### src/logic/rv_csr_pkg.sv
// CSR address map, field widths, ID constants, and the CSR command and response structs.
`default_nettype none

package rv_csr_pkg;

    // Field widths of the CSR port.
    localparam int CSR_ADDR_W = 12;
    localparam int CSR_DATA_W = 32;

    typedef logic [CSR_ADDR_W-1:0] csr_addr_t;
    typedef logic [CSR_DATA_W-1:0] csr_data_t;

    // Machine information registers.
    localparam csr_addr_t CSR_MVENDORID = 12'hf11;
    localparam csr_addr_t CSR_MARCHID   = 12'hf12;
    localparam csr_addr_t CSR_MIMPID    = 12'hf13;
    localparam csr_addr_t CSR_MHARTID   = 12'hf14;

    // Machine trap setup.
    localparam csr_addr_t CSR_MSTATUS   = 12'h300;
    localparam csr_addr_t CSR_MISA      = 12'h301;
    localparam csr_addr_t CSR_MEDELEG   = 12'h302;
    localparam csr_addr_t CSR_MIDELEG   = 12'h303;
    localparam csr_addr_t CSR_MIE       = 12'h304;
    localparam csr_addr_t CSR_MTVEC     = 12'h305;
    localparam csr_addr_t CSR_MSTATUSH  = 12'h310;

    // Machine trap handling.
    localparam csr_addr_t CSR_MSCRATCH  = 12'h340;
    localparam csr_addr_t CSR_MEPC      = 12'h341;
    localparam csr_addr_t CSR_MCAUSE    = 12'h342;
    localparam csr_addr_t CSR_MTVAL     = 12'h343;
    localparam csr_addr_t CSR_MIP       = 12'h344;

    // MXL encoding for RV32, and extension letters in misa.
    localparam logic [1:0] MISA_MXL_32 = 2'b01;
    localparam int MISA_BIT_C = 2;
    localparam int MISA_BIT_I = 8;
    localparam int MISA_BIT_M = 12;

    // Architecture and implementation IDs.
    localparam csr_data_t  MARCH_ID           = 32'd37;
    localparam logic [7:0] IMPL_VERSION_MAJOR = 8'd1;
    localparam logic [3:0] IMPL_VERSION_MINOR = 4'd4;

    // mstatus bit positions.
    localparam int MSTATUS_MIE_BIT  = 3;
    localparam int MSTATUS_MPIE_BIT = 7;

    // One access from the port, valid for one cycle.
    typedef struct packed {
        logic      valid;
        logic      we;
        csr_addr_t addr;
        csr_data_t wdata;
    } csr_cmd_t;

    // Read decode result for the addressed CSR.
    typedef struct packed {
        logic      exists;
        logic      rdonly;
        csr_data_t rdata;
    } csr_resp_t;

endpackage

`default_nettype wire

### src/logic/trap_pkg.sv
// Trap types, interrupt constants, retirement report and exception decision structs.
`default_nettype none

package trap_pkg;

    // Halfword-aligned PC.
    typedef logic [31:1] pc_t;
    // Trap vector base, word aligned.
    typedef logic [31:2] tvec_t;
    // Trap or interrupt number.
    typedef logic [4:0]  cause_t;
    // One bit per interrupt number.
    typedef logic [31:0] irq_vec_t;
    // External lines map onto causes 16 to 31.
    typedef logic [31:16] ext_irq_t;

    // Machine timer interrupt number.
    localparam cause_t IRQ_TIMER = 5'd7;

    // Cycles MIE must already be set before an interrupt can be taken.
    localparam int IRQ_EN_DEPTH = 2;

    // Report from the retiring instruction.
    typedef struct packed {
        logic   valid;
        logic   trap;
        cause_t cause;
        pc_t    pc;
    } retire_t;

    // Exception decision for this cycle.
    typedef struct packed {
        logic   taken;
        logic   is_irq;
        cause_t cause;
        pc_t    epc;
        tvec_t  tvec;
    } exc_t;

endpackage

`default_nettype wire

### src/logic/csr_access.sv
// Four-phase req/ack slave turning one external access into a single-cycle CSR command.
`default_nettype none

module csr_access (
    input  wire logic                  clk,
    input  wire logic                  rst,
    input  wire logic                  req,
    input  wire logic                  we,
    input  wire rv_csr_pkg::csr_addr_t addr,
    input  wire rv_csr_pkg::csr_data_t wdata,
    output logic                       ack,
    output rv_csr_pkg::csr_resp_t      resp,
    output rv_csr_pkg::csr_cmd_t       cmd,
    input  wire rv_csr_pkg::csr_resp_t cmd_resp
);
    typedef enum logic {
        IDLE,
        ACK
    } state_t;

    state_t state;
    logic   start;

    // New access is accepted only from idle.
    assign start = (state == IDLE) && req;

    // Master holds addr and wdata stable while req is high.
    assign cmd.valid = start;
    assign cmd.we    = we;
    assign cmd.addr  = addr;
    assign cmd.wdata = wdata;

    assign ack = (state == ACK);

    always_ff @(posedge clk) begin
        if (rst) begin
            state <= IDLE;
        end else begin
            case (state)
                IDLE: begin
                    if (req) begin
                        state <= ACK;
                    end
                end
                ACK: begin
                    // Hold ack until the master drops req.
                    if (!req) begin
                        state <= IDLE;
                    end
                end
                default: begin
                    state <= IDLE;
                end
            endcase
        end
    end

    // Capture on the accepting edge, before the write lands.
    always_ff @(posedge clk) begin
        if (start) begin
            resp <= cmd_resp;
        end
    end

endmodule

`default_nettype wire

### src/logic/csr_file.sv
// Machine CSR storage, read and write decode, trap entry and MRET updates.
`default_nettype none

module csr_file #(
    parameter rv_csr_pkg::csr_data_t hart_id = 32'h0000_0000,
    parameter bit                    has_m   = 1'b1,
    parameter bit                    has_c   = 1'b1
) (
    input  wire logic                  clk,
    input  wire logic                  rst,
    input  wire rv_csr_pkg::csr_cmd_t  cmd,
    output rv_csr_pkg::csr_resp_t      cmd_resp,
    input  wire trap_pkg::exc_t        exc,
    input  wire logic                  mret,
    input  wire trap_pkg::irq_vec_t    irq_ip,
    output trap_pkg::irq_vec_t         mie,
    output logic                       mstatus_mie,
    output trap_pkg::tvec_t            mtvec,
    output trap_pkg::pc_t              ret_epc
);
    // Fixed misa, MXL plus base and enabled extensions.
    localparam rv_csr_pkg::csr_data_t misa_val =
        {rv_csr_pkg::MISA_MXL_32, 30'd0}
        | (32'd1 << rv_csr_pkg::MISA_BIT_I)
        | (32'(has_m) << rv_csr_pkg::MISA_BIT_M)
        | (32'(has_c) << rv_csr_pkg::MISA_BIT_C);

    // Version in bits 15 to 4, patch level zero.
    localparam rv_csr_pkg::csr_data_t mimpid_val =
        {16'd0, rv_csr_pkg::IMPL_VERSION_MAJOR, rv_csr_pkg::IMPL_VERSION_MINOR, 4'd0};

    logic                  mstatus_mpie;
    rv_csr_pkg::csr_data_t mscratch;
    trap_pkg::pc_t         mepc;
    logic                  mcause_int;
    trap_pkg::cause_t      mcause_no;
    rv_csr_pkg::csr_data_t mstatus_val;
    rv_csr_pkg::csr_data_t mcause_val;
    logic                  wr;

    assign ret_epc = mepc;
    assign wr      = cmd.valid && cmd.we;

    always_comb begin
        mstatus_val = '0;
        mstatus_val[rv_csr_pkg::MSTATUS_MIE_BIT]  = mstatus_mie;
        mstatus_val[rv_csr_pkg::MSTATUS_MPIE_BIT] = mstatus_mpie;
    end

    // Interrupt flag in the top bit.
    assign mcause_val = {mcause_int, 26'd0, mcause_no};

    // Read decode.
    always_comb begin
        cmd_resp.exists = 1'b1;
        cmd_resp.rdonly = 1'b0;
        cmd_resp.rdata  = '0;
        case (cmd.addr)
            rv_csr_pkg::CSR_MSTATUS:   cmd_resp.rdata = mstatus_val;
            rv_csr_pkg::CSR_MIE:       cmd_resp.rdata = mie;
            rv_csr_pkg::CSR_MTVEC:     cmd_resp.rdata = {mtvec, 2'b00};
            rv_csr_pkg::CSR_MIP:       cmd_resp.rdata = irq_ip & mie;
            rv_csr_pkg::CSR_MSCRATCH:  cmd_resp.rdata = mscratch;
            rv_csr_pkg::CSR_MEPC:      cmd_resp.rdata = {mepc, 1'b0};
            rv_csr_pkg::CSR_MCAUSE:    cmd_resp.rdata = mcause_val;
            // No delegation, no upper status and no trap value.
            rv_csr_pkg::CSR_MEDELEG,
            rv_csr_pkg::CSR_MIDELEG,
            rv_csr_pkg::CSR_MSTATUSH,
            rv_csr_pkg::CSR_MTVAL:     cmd_resp.rdata = '0;
            // Constant registers.
            rv_csr_pkg::CSR_MISA: begin
                cmd_resp.rdonly = 1'b1;
                cmd_resp.rdata  = misa_val;
            end
            rv_csr_pkg::CSR_MVENDORID: cmd_resp.rdonly = 1'b1;
            rv_csr_pkg::CSR_MARCHID: begin
                cmd_resp.rdonly = 1'b1;
                cmd_resp.rdata  = rv_csr_pkg::MARCH_ID;
            end
            rv_csr_pkg::CSR_MIMPID: begin
                cmd_resp.rdonly = 1'b1;
                cmd_resp.rdata  = mimpid_val;
            end
            rv_csr_pkg::CSR_MHARTID: begin
                cmd_resp.rdonly = 1'b1;
                cmd_resp.rdata  = hart_id;
            end
            default:                   cmd_resp.exists = 1'b0;
        endcase
    end

    // Trap entry, then port write, then return.
    always_ff @(posedge clk) begin
        if (rst) begin
            mstatus_mie  <= 1'b0;
            mstatus_mpie <= 1'b0;
            mie          <= '0;
            mtvec        <= '0;
            mscratch     <= '0;
            mepc         <= '0;
            mcause_int   <= 1'b0;
            mcause_no    <= '0;
        end else if (exc.taken) begin
            // Stack MIE and record the cause.
            mstatus_mpie <= mstatus_mie;
            mstatus_mie  <= 1'b0;
            mepc         <= exc.epc;
            mcause_int   <= exc.is_irq;
            mcause_no    <= exc.cause;
        end else if (wr) begin
            case (cmd.addr)
                rv_csr_pkg::CSR_MSTATUS: begin
                    mstatus_mie  <= cmd.wdata[rv_csr_pkg::MSTATUS_MIE_BIT];
                    mstatus_mpie <= cmd.wdata[rv_csr_pkg::MSTATUS_MPIE_BIT];
                end
                rv_csr_pkg::CSR_MIE:      mie      <= cmd.wdata;
                rv_csr_pkg::CSR_MTVEC:    mtvec    <= cmd.wdata[31:2];
                rv_csr_pkg::CSR_MSCRATCH: mscratch <= cmd.wdata;
                rv_csr_pkg::CSR_MEPC:     mepc     <= cmd.wdata[31:1];
                rv_csr_pkg::CSR_MCAUSE: begin
                    mcause_int <= cmd.wdata[31];
                    mcause_no  <= cmd.wdata[4:0];
                end
                // Everything else ignores writes.
                default: begin
                end
            endcase
        end else if (mret) begin
            mstatus_mie <= mstatus_mpie;
        end
    end

endmodule

`default_nettype wire

### src/logic/irq_arbiter.sv
// Interrupt latch, mask, lowest-number priority encoder and enable settle pipeline.
`default_nettype none

module irq_arbiter (
    input  wire logic               clk,
    input  wire logic               rst,
    input  wire trap_pkg::ext_irq_t ext_irq,
    input  wire logic               timer_irq,
    input  wire trap_pkg::irq_vec_t mie,
    input  wire logic               mstatus_mie,
    output trap_pkg::irq_vec_t      irq_ip,
    output logic                    irq_pending,
    output trap_pkg::cause_t        irq_cause,
    output logic                    irq_enable
);
    trap_pkg::irq_vec_t              irq_masked;
    logic [trap_pkg::IRQ_EN_DEPTH-1:0] en_pipe;

    // Register lines into cause positions, one cycle latency.
    always_ff @(posedge clk) begin
        if (rst) begin
            irq_ip <= '0;
        end else begin
            irq_ip                     <= '0;
            irq_ip[31:16]              <= ext_irq;
            irq_ip[trap_pkg::IRQ_TIMER] <= timer_irq;
        end
    end

    assign irq_masked  = irq_ip & mie;
    assign irq_pending = |irq_masked;

    // Lowest number wins.
    always_comb begin
        irq_cause = '0;
        for (int i = 31; i >= 0; i--) begin
            if (irq_masked[i]) begin
                irq_cause = trap_pkg::cause_t'(i);
            end
        end
    end

    // MIE history.
    always_ff @(posedge clk) begin
        if (rst) begin
            en_pipe <= '0;
        end else begin
            en_pipe <= {en_pipe[trap_pkg::IRQ_EN_DEPTH-2:0], mstatus_mie};
        end
    end

    // Taken only once MIE has been stable for the full depth.
    assign irq_enable = (&en_pipe) && mstatus_mie;

endmodule

`default_nettype wire

### src/logic/trap_dispatch.sv
// Exception decision from the pending interrupt and the retirement report.
`default_nettype none

module trap_dispatch (
    input  wire trap_pkg::retire_t retire,
    input  wire logic              irq_pending,
    input  wire trap_pkg::cause_t  irq_cause,
    input  wire logic              irq_enable,
    input  wire trap_pkg::tvec_t   mtvec,
    output trap_pkg::exc_t         exc
);
    always_comb begin
        exc.taken  = 1'b0;
        exc.is_irq = 1'b0;
        exc.cause  = '0;
        // Both kinds return to the retiring instruction.
        exc.epc    = retire.pc;
        exc.tvec   = mtvec;
        if (irq_pending && irq_enable && retire.valid) begin
            // Interrupts only at an instruction boundary.
            exc.taken  = 1'b1;
            exc.is_irq = 1'b1;
            exc.cause  = irq_cause;
        end else if (retire.trap) begin
            // Synchronous trap.
            exc.taken  = 1'b1;
            exc.cause  = retire.cause;
        end
    end

endmodule

`default_nettype wire

### src/logic/machine_trap_unit.sv
// Machine-mode trap unit top level with CSR port, interrupt arbiter and trap dispatch.
`default_nettype none

module machine_trap_unit #(
    parameter rv_csr_pkg::csr_data_t hart_id = 32'h0000_0000,
    parameter bit                    has_m   = 1'b1,
    parameter bit                    has_c   = 1'b1
) (
    input  wire logic                  clk,
    input  wire logic                  rst,
    input  wire logic                  req,
    input  wire logic                  we,
    input  wire rv_csr_pkg::csr_addr_t addr,
    input  wire rv_csr_pkg::csr_data_t wdata,
    output logic                       ack,
    output rv_csr_pkg::csr_data_t      rdata,
    output logic                       exists,
    output logic                       rdonly,
    input  wire trap_pkg::retire_t     retire,
    input  wire logic                  mret,
    input  wire trap_pkg::ext_irq_t    ext_irq,
    input  wire logic                  timer_irq,
    output trap_pkg::exc_t             exc,
    output trap_pkg::pc_t              ret_epc
);
    rv_csr_pkg::csr_cmd_t  cmd;
    rv_csr_pkg::csr_resp_t cmd_resp;
    rv_csr_pkg::csr_resp_t resp;
    trap_pkg::irq_vec_t    irq_ip;
    trap_pkg::irq_vec_t    mie;
    trap_pkg::tvec_t       mtvec;
    trap_pkg::cause_t      irq_cause;
    logic                  mstatus_mie;
    logic                  irq_pending;
    logic                  irq_enable;

    // Captured response to the master.
    assign rdata  = resp.rdata;
    assign exists = resp.exists;
    assign rdonly = resp.rdonly;

    csr_access i_csr_access (
        .clk      (clk),
        .rst      (rst),
        .req      (req),
        .we       (we),
        .addr     (addr),
        .wdata    (wdata),
        .ack      (ack),
        .resp     (resp),
        .cmd      (cmd),
        .cmd_resp (cmd_resp)
    );

    csr_file #(
        .hart_id (hart_id),
        .has_m   (has_m),
        .has_c   (has_c)
    ) i_csr_file (
        .clk         (clk),
        .rst         (rst),
        .cmd         (cmd),
        .cmd_resp    (cmd_resp),
        .exc         (exc),
        .mret        (mret),
        .irq_ip      (irq_ip),
        .mie         (mie),
        .mstatus_mie (mstatus_mie),
        .mtvec       (mtvec),
        .ret_epc     (ret_epc)
    );

    irq_arbiter i_irq_arbiter (
        .clk         (clk),
        .rst         (rst),
        .ext_irq     (ext_irq),
        .timer_irq   (timer_irq),
        .mie         (mie),
        .mstatus_mie (mstatus_mie),
        .irq_ip      (irq_ip),
        .irq_pending (irq_pending),
        .irq_cause   (irq_cause),
        .irq_enable  (irq_enable)
    );

    trap_dispatch i_trap_dispatch (
        .retire      (retire),
        .irq_pending (irq_pending),
        .irq_cause   (irq_cause),
        .irq_enable  (irq_enable),
        .mtvec       (mtvec),
        .exc         (exc)
    );

endmodule

`default_nettype wire

### config.mk
export PLATFORM = sky130hd
export DESIGN_NAME = machine_trap_unit
export DESIGN_NICKNAME = d
export VERILOG_FILES = /design/src/logic/rv_csr_pkg.sv /design/src/logic/trap_pkg.sv /design/src/logic/csr_access.sv /design/src/logic/csr_file.sv /design/src/logic/irq_arbiter.sv /design/src/logic/trap_dispatch.sv /design/src/logic/machine_trap_unit.sv
export SDC_FILE = /design/constraint.sdc
export NUM_CORES = 1
export LEC_CHECK = 0
export ABC_AREA = 0
export BUFFER_PORTS_ARGS = -buffer_cell sky130_fd_sc_hd__buf_2
export CAP_MARGIN = 0
export CORE_ASPECT_RATIO = 1.4
export CORE_UTILIZATION = 55
export CTS_BUF_LIST = sky130_fd_sc_hd__clkbuf_8
export DETAILED_ROUTE_END_ITERATION = 10
export GPL_ROUTABILITY_DRIVEN = 0
export MAX_ROUTING_LAYER = met4
export PLACE_DENSITY = 0.82
export SYNTH_ARGS = -nofsm -noshare
export SYNTH_HDL_FRONTEND = slang
export SYNTH_HIERARCHICAL = 1
export SYNTH_SLANG_ARGS = --single-unit
export TNS_END_PERCENT = 1
### constraint.sdc
create_clock -name clk -period 3.4 [get_ports clk]
set_clock_uncertainty 0.1 [all_clocks]
set_input_delay 0.51 -clock clk [delete_from_list [all_inputs] [get_ports clk]]
set_output_delay 0.51 -clock clk [all_outputs]
set_load 0.02 [all_outputs]
Yosys cells after proc, flatten, opt, wreduce, memory -nomap -nowiden
Cells that the tools add are included.

Multiply operators: 0. Bitwise logic cells: 3. Div/mod/pow operators: 0. Add/subtract/negate cells: 0. Reductions and logical operators: 22. Muxes and demuxes: 56. Eq/ne operators: 17. Shift operators: 0. $lt $le $gt $ge: 0.

Operator list (number): one-hot mux 32 bit (10 select lines) (1); 2-to-1 mux 5 bit (37); == test 12 x 10 -> 1 bit, second input constant (12); 2-to-1 mux 31 bit (3); == test 12 bit, second input constant (4); AND 32 bit (1); OR reduction 32 bit (1); OR reduction 16 bit (1); 2-to-1 mux 1 bit (15); AND reduction 2 bit (5); nonzero test 2 bit (5); AND reduction 3 bit (3); logical AND 1 bit (5); OR reduction 5 bit (1); inequality test 2 bit, second input constant (1); NOT 1 bit (2); OR reduction 2 bit (1).

Memories: 0. Logic and storage cells: 113. Bits in writable memories: 0. Register bits: 202. Bits in latches: 0. ROM bits: 0. Output and inout port bits: 134.

Longest topological paths before layout
Gate-level depths: netlist of the first run.

Word-level depth: 35. Depth in mapped cells: 13.

Modules after synthesis
Netlist of the first run, hierarchy kept.

By module, submodules not included: csr_file (area each 6541.3 sq um, sequential area each 2662.6 sq um, instances 1, cells each 826); csr_access (area each 1413.9 sq um, sequential area each 1041.0 sq um, instances 1, cells each 83); irq_arbiter (area each 952.2 sq um, sequential area each 380.4 sq um, instances 1, cells each 102); trap_dispatch (area each 556.8 sq um, sequential area each 0.0 sq um, instances 1, cells each 79).

Worst setup path after synthesis of the first run
Ideal clock, no wire load.

Path kind: reg-to-reg. From: register i_irq_arbiter.irq_ip[18]. To: register i_csr_file.mcause_no[0]. Path buffers: 1. Cell stages (with the launch flop): 12. Data arrival time: 2669 ps. Path slack: 569 ps. Cell sequence: dfxtp_1 > a22oi_1 > nand3_1 > nor2_1 > nand3_1 > and3_1 > buf_6 > or2_1 > or4bb_1 > nor4_4 > a22oi_1 > nand2_1.

RTL lines: start: declaration (RTL line irq_arbiter.sv:11) `output trap_pkg::irq_vec_t irq_ip,`; start signal: assignment (RTL line irq_arbiter.sv:25) `irq_ip[31:16] <= ext_irq;`; start signal: indexed assignment (RTL line irq_arbiter.sv:26) `irq_ip[trap_pkg::IRQ_TIMER] <= timer_irq;`; end signal: assignment (RTL line csr_file.sv:110) `mcause_no <= exc.cause;`; end signal: assignment (RTL line csr_file.sv:123) `mcause_no <= cmd.wdata[4:0];`; end: declaration (RTL line csr_file.sv:36) `trap_pkg::cause_t mcause_no;`.

Worst setup path in the final report of the first run
From: register i_irq_arbiter.irq_ip[18]. To: register i_csr_file.mtvec[10].

Longest elaborated chain between the ends: 7.

Ends and longest elaborated chain: AND 32 bit (RTL line irq_arbiter.sv:30) `assign irq_masked = irq_ip & mie;`; OR reduction 32 bit (RTL line irq_arbiter.sv:31) `assign irq_pending = |irq_masked;`; named net irq_pending (RTL line machine_trap_unit.sv:34) `logic irq_pending;`; logical AND 1 bit (2 in series) (RTL line trap_dispatch.sv:19) `if (irq_pending && irq_enable && retire.valid) begin`; 2-to-1 mux 1 bit (RTL line trap_dispatch.sv:19); NOT 1 bit (no source line); AND reduction 3 bit (no source line); end signal: assignment (RTL line csr_file.sv:118) `rv_csr_pkg::CSR_MTVEC: mtvec <= cmd.wdata[31:2];`; end: declaration (RTL line csr_file.sv:18) `output trap_pkg::tvec_t mtvec,`.

The timed path passes the listed nets, and every way through them passes these cells. A chain may end at the register's enable or synchronous reset.

==> impl_metrics.json, run 1 <==
{
  "final_common_cell": "nand2_1",
  "cp.arrival_ns": 3.51,
  "p_int_w": 0.00323,
  "cp-start-kind": "flip-flop",
  "clockBufferDepth": 2,
  "grtUsageTotal": 0.331,
  "power_density_mw_per_mm2": 427,
  "final_antenna_net_count": 0,
  "r2r_cells": 11,
  "drive_gt1_frac": 0.287,
  "dieHeight_um": 157,
  "synth.distinct_cells": 75,
  "grt_max_degree": 88,
  "ys_seq_area_frac": 0.432,
  "yosysWarnings": 6,
  "drt_pre_antenna_iters": 7,
  "power_frac_seq": 0.528,
  "comb_power_share": 0.106,
  "placed_cells": 1377,
  "rows": 56,
  "cts-buffers-inserted": 17,
  "slew_headroom": 0.333,
  "pwr-share-clk": 0.366,
  "antenna_found_initial": 0,
  "ys_ff_latch": 187,
  "layout_common_cells": "nand2_1, buf_2, dfxtp_1",
  "power.total_w": 0.00445,
  "areaGrowthSynthToFinish_pct": 10.2,
  "ff_latch_area_mm2": 0.00408,
  "routed_via_density": 6.13,
  "worst_slew_pin_slew_ns": 0.999,
  "place_hpwl_um": 20500,
  "wl_um": 29000,
  "clk_latency_ns": 0.47,
  "multi_input_area_mm2": 0.00416,
  "post-route-min-period_ns": 3.28,
  "hold_path_depth": 2,
  "die_area_mm2": 0.0177,
  "fin_cells": 1410,
  "syn-cell-area_mm2": 0.00946,
  "n_fill_cell": 1448,
  "drv_slew": 0,
  "grt_pass1_vias": 8039,
  "crit_chain": "a22oi_1, nand3_1, nor2_1, nand3_2, and3_2, or2_2, and3b_1, nand4_1, buf_4, nand2_1, a21oi_1",
  "finalCritPeriodShare": 0.964,
  "peakVddDrop_mv": 0.246,
  "cp_max_fo": 20,
  "clkTransAtPathRegs_ns": 0.10,
  "ios": 238,
  "overflow": 0,
  "cts-root-buf": "clkbuf_8",
  "synth_edf_count": 34,
  "vias": 8645,
  "worstSetupPathType": "flip-flop to flip-flop",
  "p_switching_w": 0.00123,
  "slowest_delay_ns": 0.40,
  "maxCapViolations": 0,
  "cp_slowest_cell": "or2_2",
  "synth_ff_type": "dfxtp_1",
  "placed_area_mm2": 0.00996,
  "core-area_mm2": 0.0168,
  "cts_tree": "yes",
  "async_flop_share": 0,
  "status": "finished, final reports clean",
  "dieWidth_um": 113,
  "synth.avg_cell_area_um2": 8.68,
  "clock-sinks": 187,
  "initial_core_util": 0.563,
  "setup_violations": 0,
  "hold_path_class": "input port to flip-flop",
  "utilization": 0.620,
  "p_sw_frac": 0.275,
  "post-route-cell-area_mm2": 0.0104,
  "antenna_cells": 0,
  "required_ns": 3.64,
  "final_nets": 1298,
  "worstSetupEndpointType": "flip-flop",
  "port_buffers": 237,
  "cts_hold_buf": 0,
  "drcViolationCount": 0,
  "drt_iter0_drc": 884,
  "max_freq_mhz": 305,
  "synthCells": 1090,
  "p_leak_nw": 4.37,
  "h-tree-depth": 4,
  "grt_pass1_wl_um": 43400,
  "wl_per_cell_um": 20.5,
  "report.final.hold_viol_count": 0,
  "fin_setup_tns_ns": 0
}
==> synthesized netlist by cell type, types with 7 or more instances <==
cell,n,area share
nand4_1,12,0.0079
o211ai_1,26,0.021
clkbuf_1,38,0.015
inv_1,18,0.0071
a211oi_1,11,0.0087
nor2_1,28,0.011
buf_4,125,0.099
a32oi_1,22,0.020
o221a_2,13,0.015
nand3_1,14,0.0074
nand2_1,260,0.10
mux2_2,7,0.0083
mux2i_1,23,0.024
o21ai_0,17,0.0090
buf_2,25,0.013
a21oi_1,117,0.062
nor2b_1,17,0.011
dfxtp_1,153,0.32
edfxtp_1,34,0.11
a22oi_1,17,0.013
==> flip-flops by register name (all words and copies together) (netlist names) <==
name	count
i_csr_file/mcause_no	5
i_csr_file/ret_epc	31
i_csr_file/mtvec	30
i_csr_file/mscratch	32
i_irq_arbiter/irq_ip	17
i_csr_access/ack	1
i_csr_access/resp	34
i_csr_file/mie	32
i_csr_file/mstatus_mie	1
i_csr_file/mcause_int	1
i_csr_file/mstatus_mpie	1
i_irq_arbiter/en_pipe	2
==> cells by family (layout without fill, tap and decap cells) <==
| kind of cell | after synthesis | in the layout | share of synthesized area |
|---|---|---|---|
| XOR/XNOR | 1 | 1 | 0.000926 |
| flip-flops | 187 | 187 | 0.432 |
| other | 1 | 15 | 0.000396 |
| multiplexers | 30 | 30 | 0.0327 |
| buffers and inverters | 211 | 314 | 0.139 |
| AO/OA/AOI/OAI | 268 | 268 | 0.193 |
| AND/OR/NAND/NOR | 392 | 392 | 0.203 |
==> layer usage <==
metal | GRT usage | wire (µm)
met5 | - | 0
met4 | 0.180 | 1360
met3 | 0.0439 | 2380
met2 | 0.555 | 14400
met1 | 0.385 | 10900
==> path summary, 6_finish.rpt <==
kind,endpoint,slack (ns),start
worst max-delay path,i_csr_file/mtvec[10]$_SDFFE_PP0P_,0.12,i_irq_arbiter/irq_ip[18]$_SDFF_PP0_
worst min-delay path,i_irq_arbiter/irq_ip[25]$_SDFF_PP0_,0.14,ext_irq[9]
worst max register to register,i_csr_file/mtvec[10]$_SDFFE_PP0P_,0.12,i_irq_arbiter/irq_ip[18]$_SDFF_PP0_
worst min register to register,i_csr_file/mie[14]$_SDFFE_PP0P_,0.36,i_csr_file/mie[14]$_SDFFE_PP0P_
==> power by group through the flow <==
stage	clock, W	combinational [W]	sequential (W)
CTS	0.00163	0.000463	0.00235
detailed placement	0	0.000462	0.00240
floorplan	0	0.000292	0.00244
finish	0.00163	0.000471	0.00235
global placement	0	0.000457	0.00240
global route	0.00171	0.000499	0.00236
==> cell type report <==
class | count | share of cell area
Clock buffer | 17 | 0.0224
Tap cell | 203 | 0.0243
Multi-Input combinational cell | 706 | 0.399
Clock inverter | 15 | 0.0192
Sequential cell | 187 | 0.391
Inverter | 18 | 0.00648
Timing Repair Buffer | 264 | 0.137
==> worst max-delay path: cells and delay by family (launching register included) <==
family	cells	cell delay [ns]
AND/OR/NAND/NOR	8	1.96
buffers and inverters	1	0.39
flip-flops	1	0.35
AO/OA/AOI/OAI	2	0.33
==> per-stage QoR <==
stage / hold WS, ns / worst slack [ns]
3_3_place_gp: 0.327 / 0.277
2_1_floorplan: 0.310 / 0.569
4_1_cts: 0.137 / 0.0959
6_report: 0.139 / 0.124
5_1_grt: 0.137 / -0.000642
3_5_place_dp: 0.340 / 0.130
==> timing repair <==
action / 4_1_cts / 5_1_grt
buffers inserted: 0 / 1
resized for setup: 0 / 7
setup endpoints to repair: 0 / 53
hold endpoints to repair: 0 / 0
(Power assumes the default switching activity.)
==> run 2, diff against run 1 <==
GPL_TIMING_DRIVEN = 0   (was default)
==> run 2 against run 1 <==
- combinational power increased by 12%
- die area unchanged
- critical path type unchanged
- register-to-register slack got worse by 0.096 ns
- count of clock-buffer cells in the layout increased by 1
- cell count increased by 6.5%
- critical path depth increased by 1
- critical endpoint is now i_csr_file/mscratch[5]$_SDFFE_PP0P_
- cell area increased by 5.6%
- maximum frequency decreased by 2.8%
- sequential share of layout area decreased by 2.1 points
==> impl_metrics.json, run 2 (synthesis gave the netlist of run 1 again) <==
{
  "status": "finished, final reports clean",
  "dieWidth_um": 113,
  "worstSetupEndpointType": "flip-flop",
  "layout_common_cells": "nand2_1, buf_2, dfxtp_1",
  "ff_latch_area_mm2": 0.00408,
  "setup_violations": 0,
  "worst_slew_pin_slew_ns": 1.29,
  "vias": 9209,
  "p_leak_nw": 4.74,
  "peakVddDrop_mv": 0.254,
  "port_buffers": 161,
  "max_freq_mhz": 297,
  "antenna_found_initial": 0,
  "core-area_mm2": 0.0168,
  "placed_area_mm2": 0.0106,
  "utilization": 0.655,
  "slew_headroom": 0.139,
  "worstSetupPathType": "flip-flop to flip-flop",
  "finalCritPeriodShare": 0.992,
  "drcViolationCount": 0,
  "p_sw_frac": 0.262,
  "grtUsageTotal": 0.362,
  "comb_power_share": 0.120,
  "cp_max_fo": 10,
  "clk_latency_ns": 0.44,
  "power_frac_seq": 0.535,
  "hold_path_class": "input port to flip-flop",
  "antenna_cells": 0,
  "areaGrowthSynthToFinish_pct": 16.4,
  "final_common_cell": "nand2_1",
  "rows": 56,
  "routed_via_density": 6.14,
  "final_antenna_net_count": 0,
  "cts_tree": "yes",
  "setup_ws_ns": 0.0277,
  "n_fill_cell": 1446,
  "largest_reg_flops": 34,
  "cts-root-buf": "clkbuf_8",
  "pwr-share-clk": 0.345,
  "power_density_mw_per_mm2": 399,
  "maxCapViolations": 0,
  "post-route-min-period_ns": 3.37,
  "clockBufferDepth": 2,
  "cp-start-kind": "flip-flop",
  "ios": 238,
  "grt_max_degree": 36,
  "cp.arrival_ns": 3.58,
  "clock-sinks": 187,
  "drt_pre_antenna_iters": 6,
  "grt_pass1_wl_um": 47000,
  "dieHeight_um": 157,
  "multi_input_area_mm2": 0.00412,
  "cts-buffers-inserted": 17,
  "reg_top3": "i_csr_access/resp (34), i_csr_file/mie (32), i_csr_file/mscratch (32)",
  "p_switching_w": 0.00115,
  "fin_cells": 1501,
  "h-tree-depth": 4,
  "post-route-cell-area_mm2": 0.0110,
  "drt_iter0_drc": 1150,
  "p_int_w": 0.00325,
  "wl_per_cell_um": 21.1,
  "final_nets": 1389,
  "initial_core_util": 0.563,
  "drv_slew": 0,
  "cts_hold_buf": 0,
  "grt_pass1_vias": 8652,
  "required_ns": 3.61,
  "die_area_mm2": 0.0177,
  "report.final.hold_viol_count": 0,
  "placed_cells": 1468,
  "detailedPlace.worstSlack_ns": -0.103,
  "wl_um": 31700,
  "top_register": "i_csr_access/resp",
  "grt_setup_unrepaired": "yes",
  "place_hpwl_um": 23000,
  "clkTransAtPathRegs_ns": 0.09,
  "drive_gt1_frac": 0.304,
  "overflow": 0
}
[run 2: critical path, cell delays in order, from the launching register on]
cell     delay [ns]
dfxtp_1        0.41
a22oi_1        0.24
nand3_1        0.21
nor2_2         0.18
nand3_1        0.18
and3_1         0.25
buf_6          0.13
or2_1          0.32
and3b_2        0.32
nand4_1        0.30
buf_4          0.34
mux2i_1        0.19
nor2_1         0.05
[run 2: metrics by stage]
step	hold slack [ns]	total power, W	TNS [ns]
floorplan	0.310	0.00273	0
global placement	0.332	0.00291	-0.00999
detailed placement	0.340	0.00292	-0.922
CTS	0.155	0.00440	0
global route	0.155	0.00453	-0.414
finish	0.166	0.00440	0
[run 2: layout make-up]
cell class | count | area share
timing repair buffer | 162 | 0.0738
clock inverter | 14 | 0.0142
sequential | 187 | 0.371
multi-input combinational | 706 | 0.374
inverter | 18 | 0.00613
buffer | 193 | 0.115
clock buffer | 18 | 0.0225
tap | 203 | 0.0231
[run 2: repair_timing]
action,in CTS,in global routing
setup endpoints to repair,10,89
resized for setup,1,20
buffers inserted,1,0
[run 2: power groups by stage]
stage,clock network [W],registers [W],logic [W]
final,0.00152,0.00235,0.000529
after global placement,0,0.00240,0.000510
after global routing,0.00162,0.00236,0.000556
after detailed placement,0,0.00240,0.000517
after CTS,0.00153,0.00235,0.000519
after floorplan,0,0.00244,0.000292
[run 2: path summary, 6_finish.rpt]
kind	startpoint	to	slack [ns]	cells past startpoint
worst min-delay path	retire[25]	i_csr_file/ret_epc[25]$_SDFFE_PP0P_	0.17	3
worst min register to register	i_csr_file/mie[3]$_SDFFE_PP0P_	i_csr_file/mie[3]$_SDFFE_PP0P_	0.35	2
worst max register to register	i_csr_file/mie[16]$_SDFFE_PP0P_	i_csr_file/mscratch[5]$_SDFFE_PP0P_	0.03	12
worst max-delay path	i_csr_file/mie[16]$_SDFFE_PP0P_	i_csr_file/mscratch[5]$_SDFFE_PP0P_	0.03	12
[run 2: routing by layer]
| layer | vias to the layer above | wire length [µm] | track usage |
|---|---|---|---|
| met3 | 170 | 3500 | 0.0812 |
| li1 | 4092 | - | - |
| met2 | 709 | 14600 | 0.591 |
| met5 | - | 0 | - |
| met4 | 0 | 2430 | 0.258 |
| met1 | 4238 | 11100 | 0.392 |
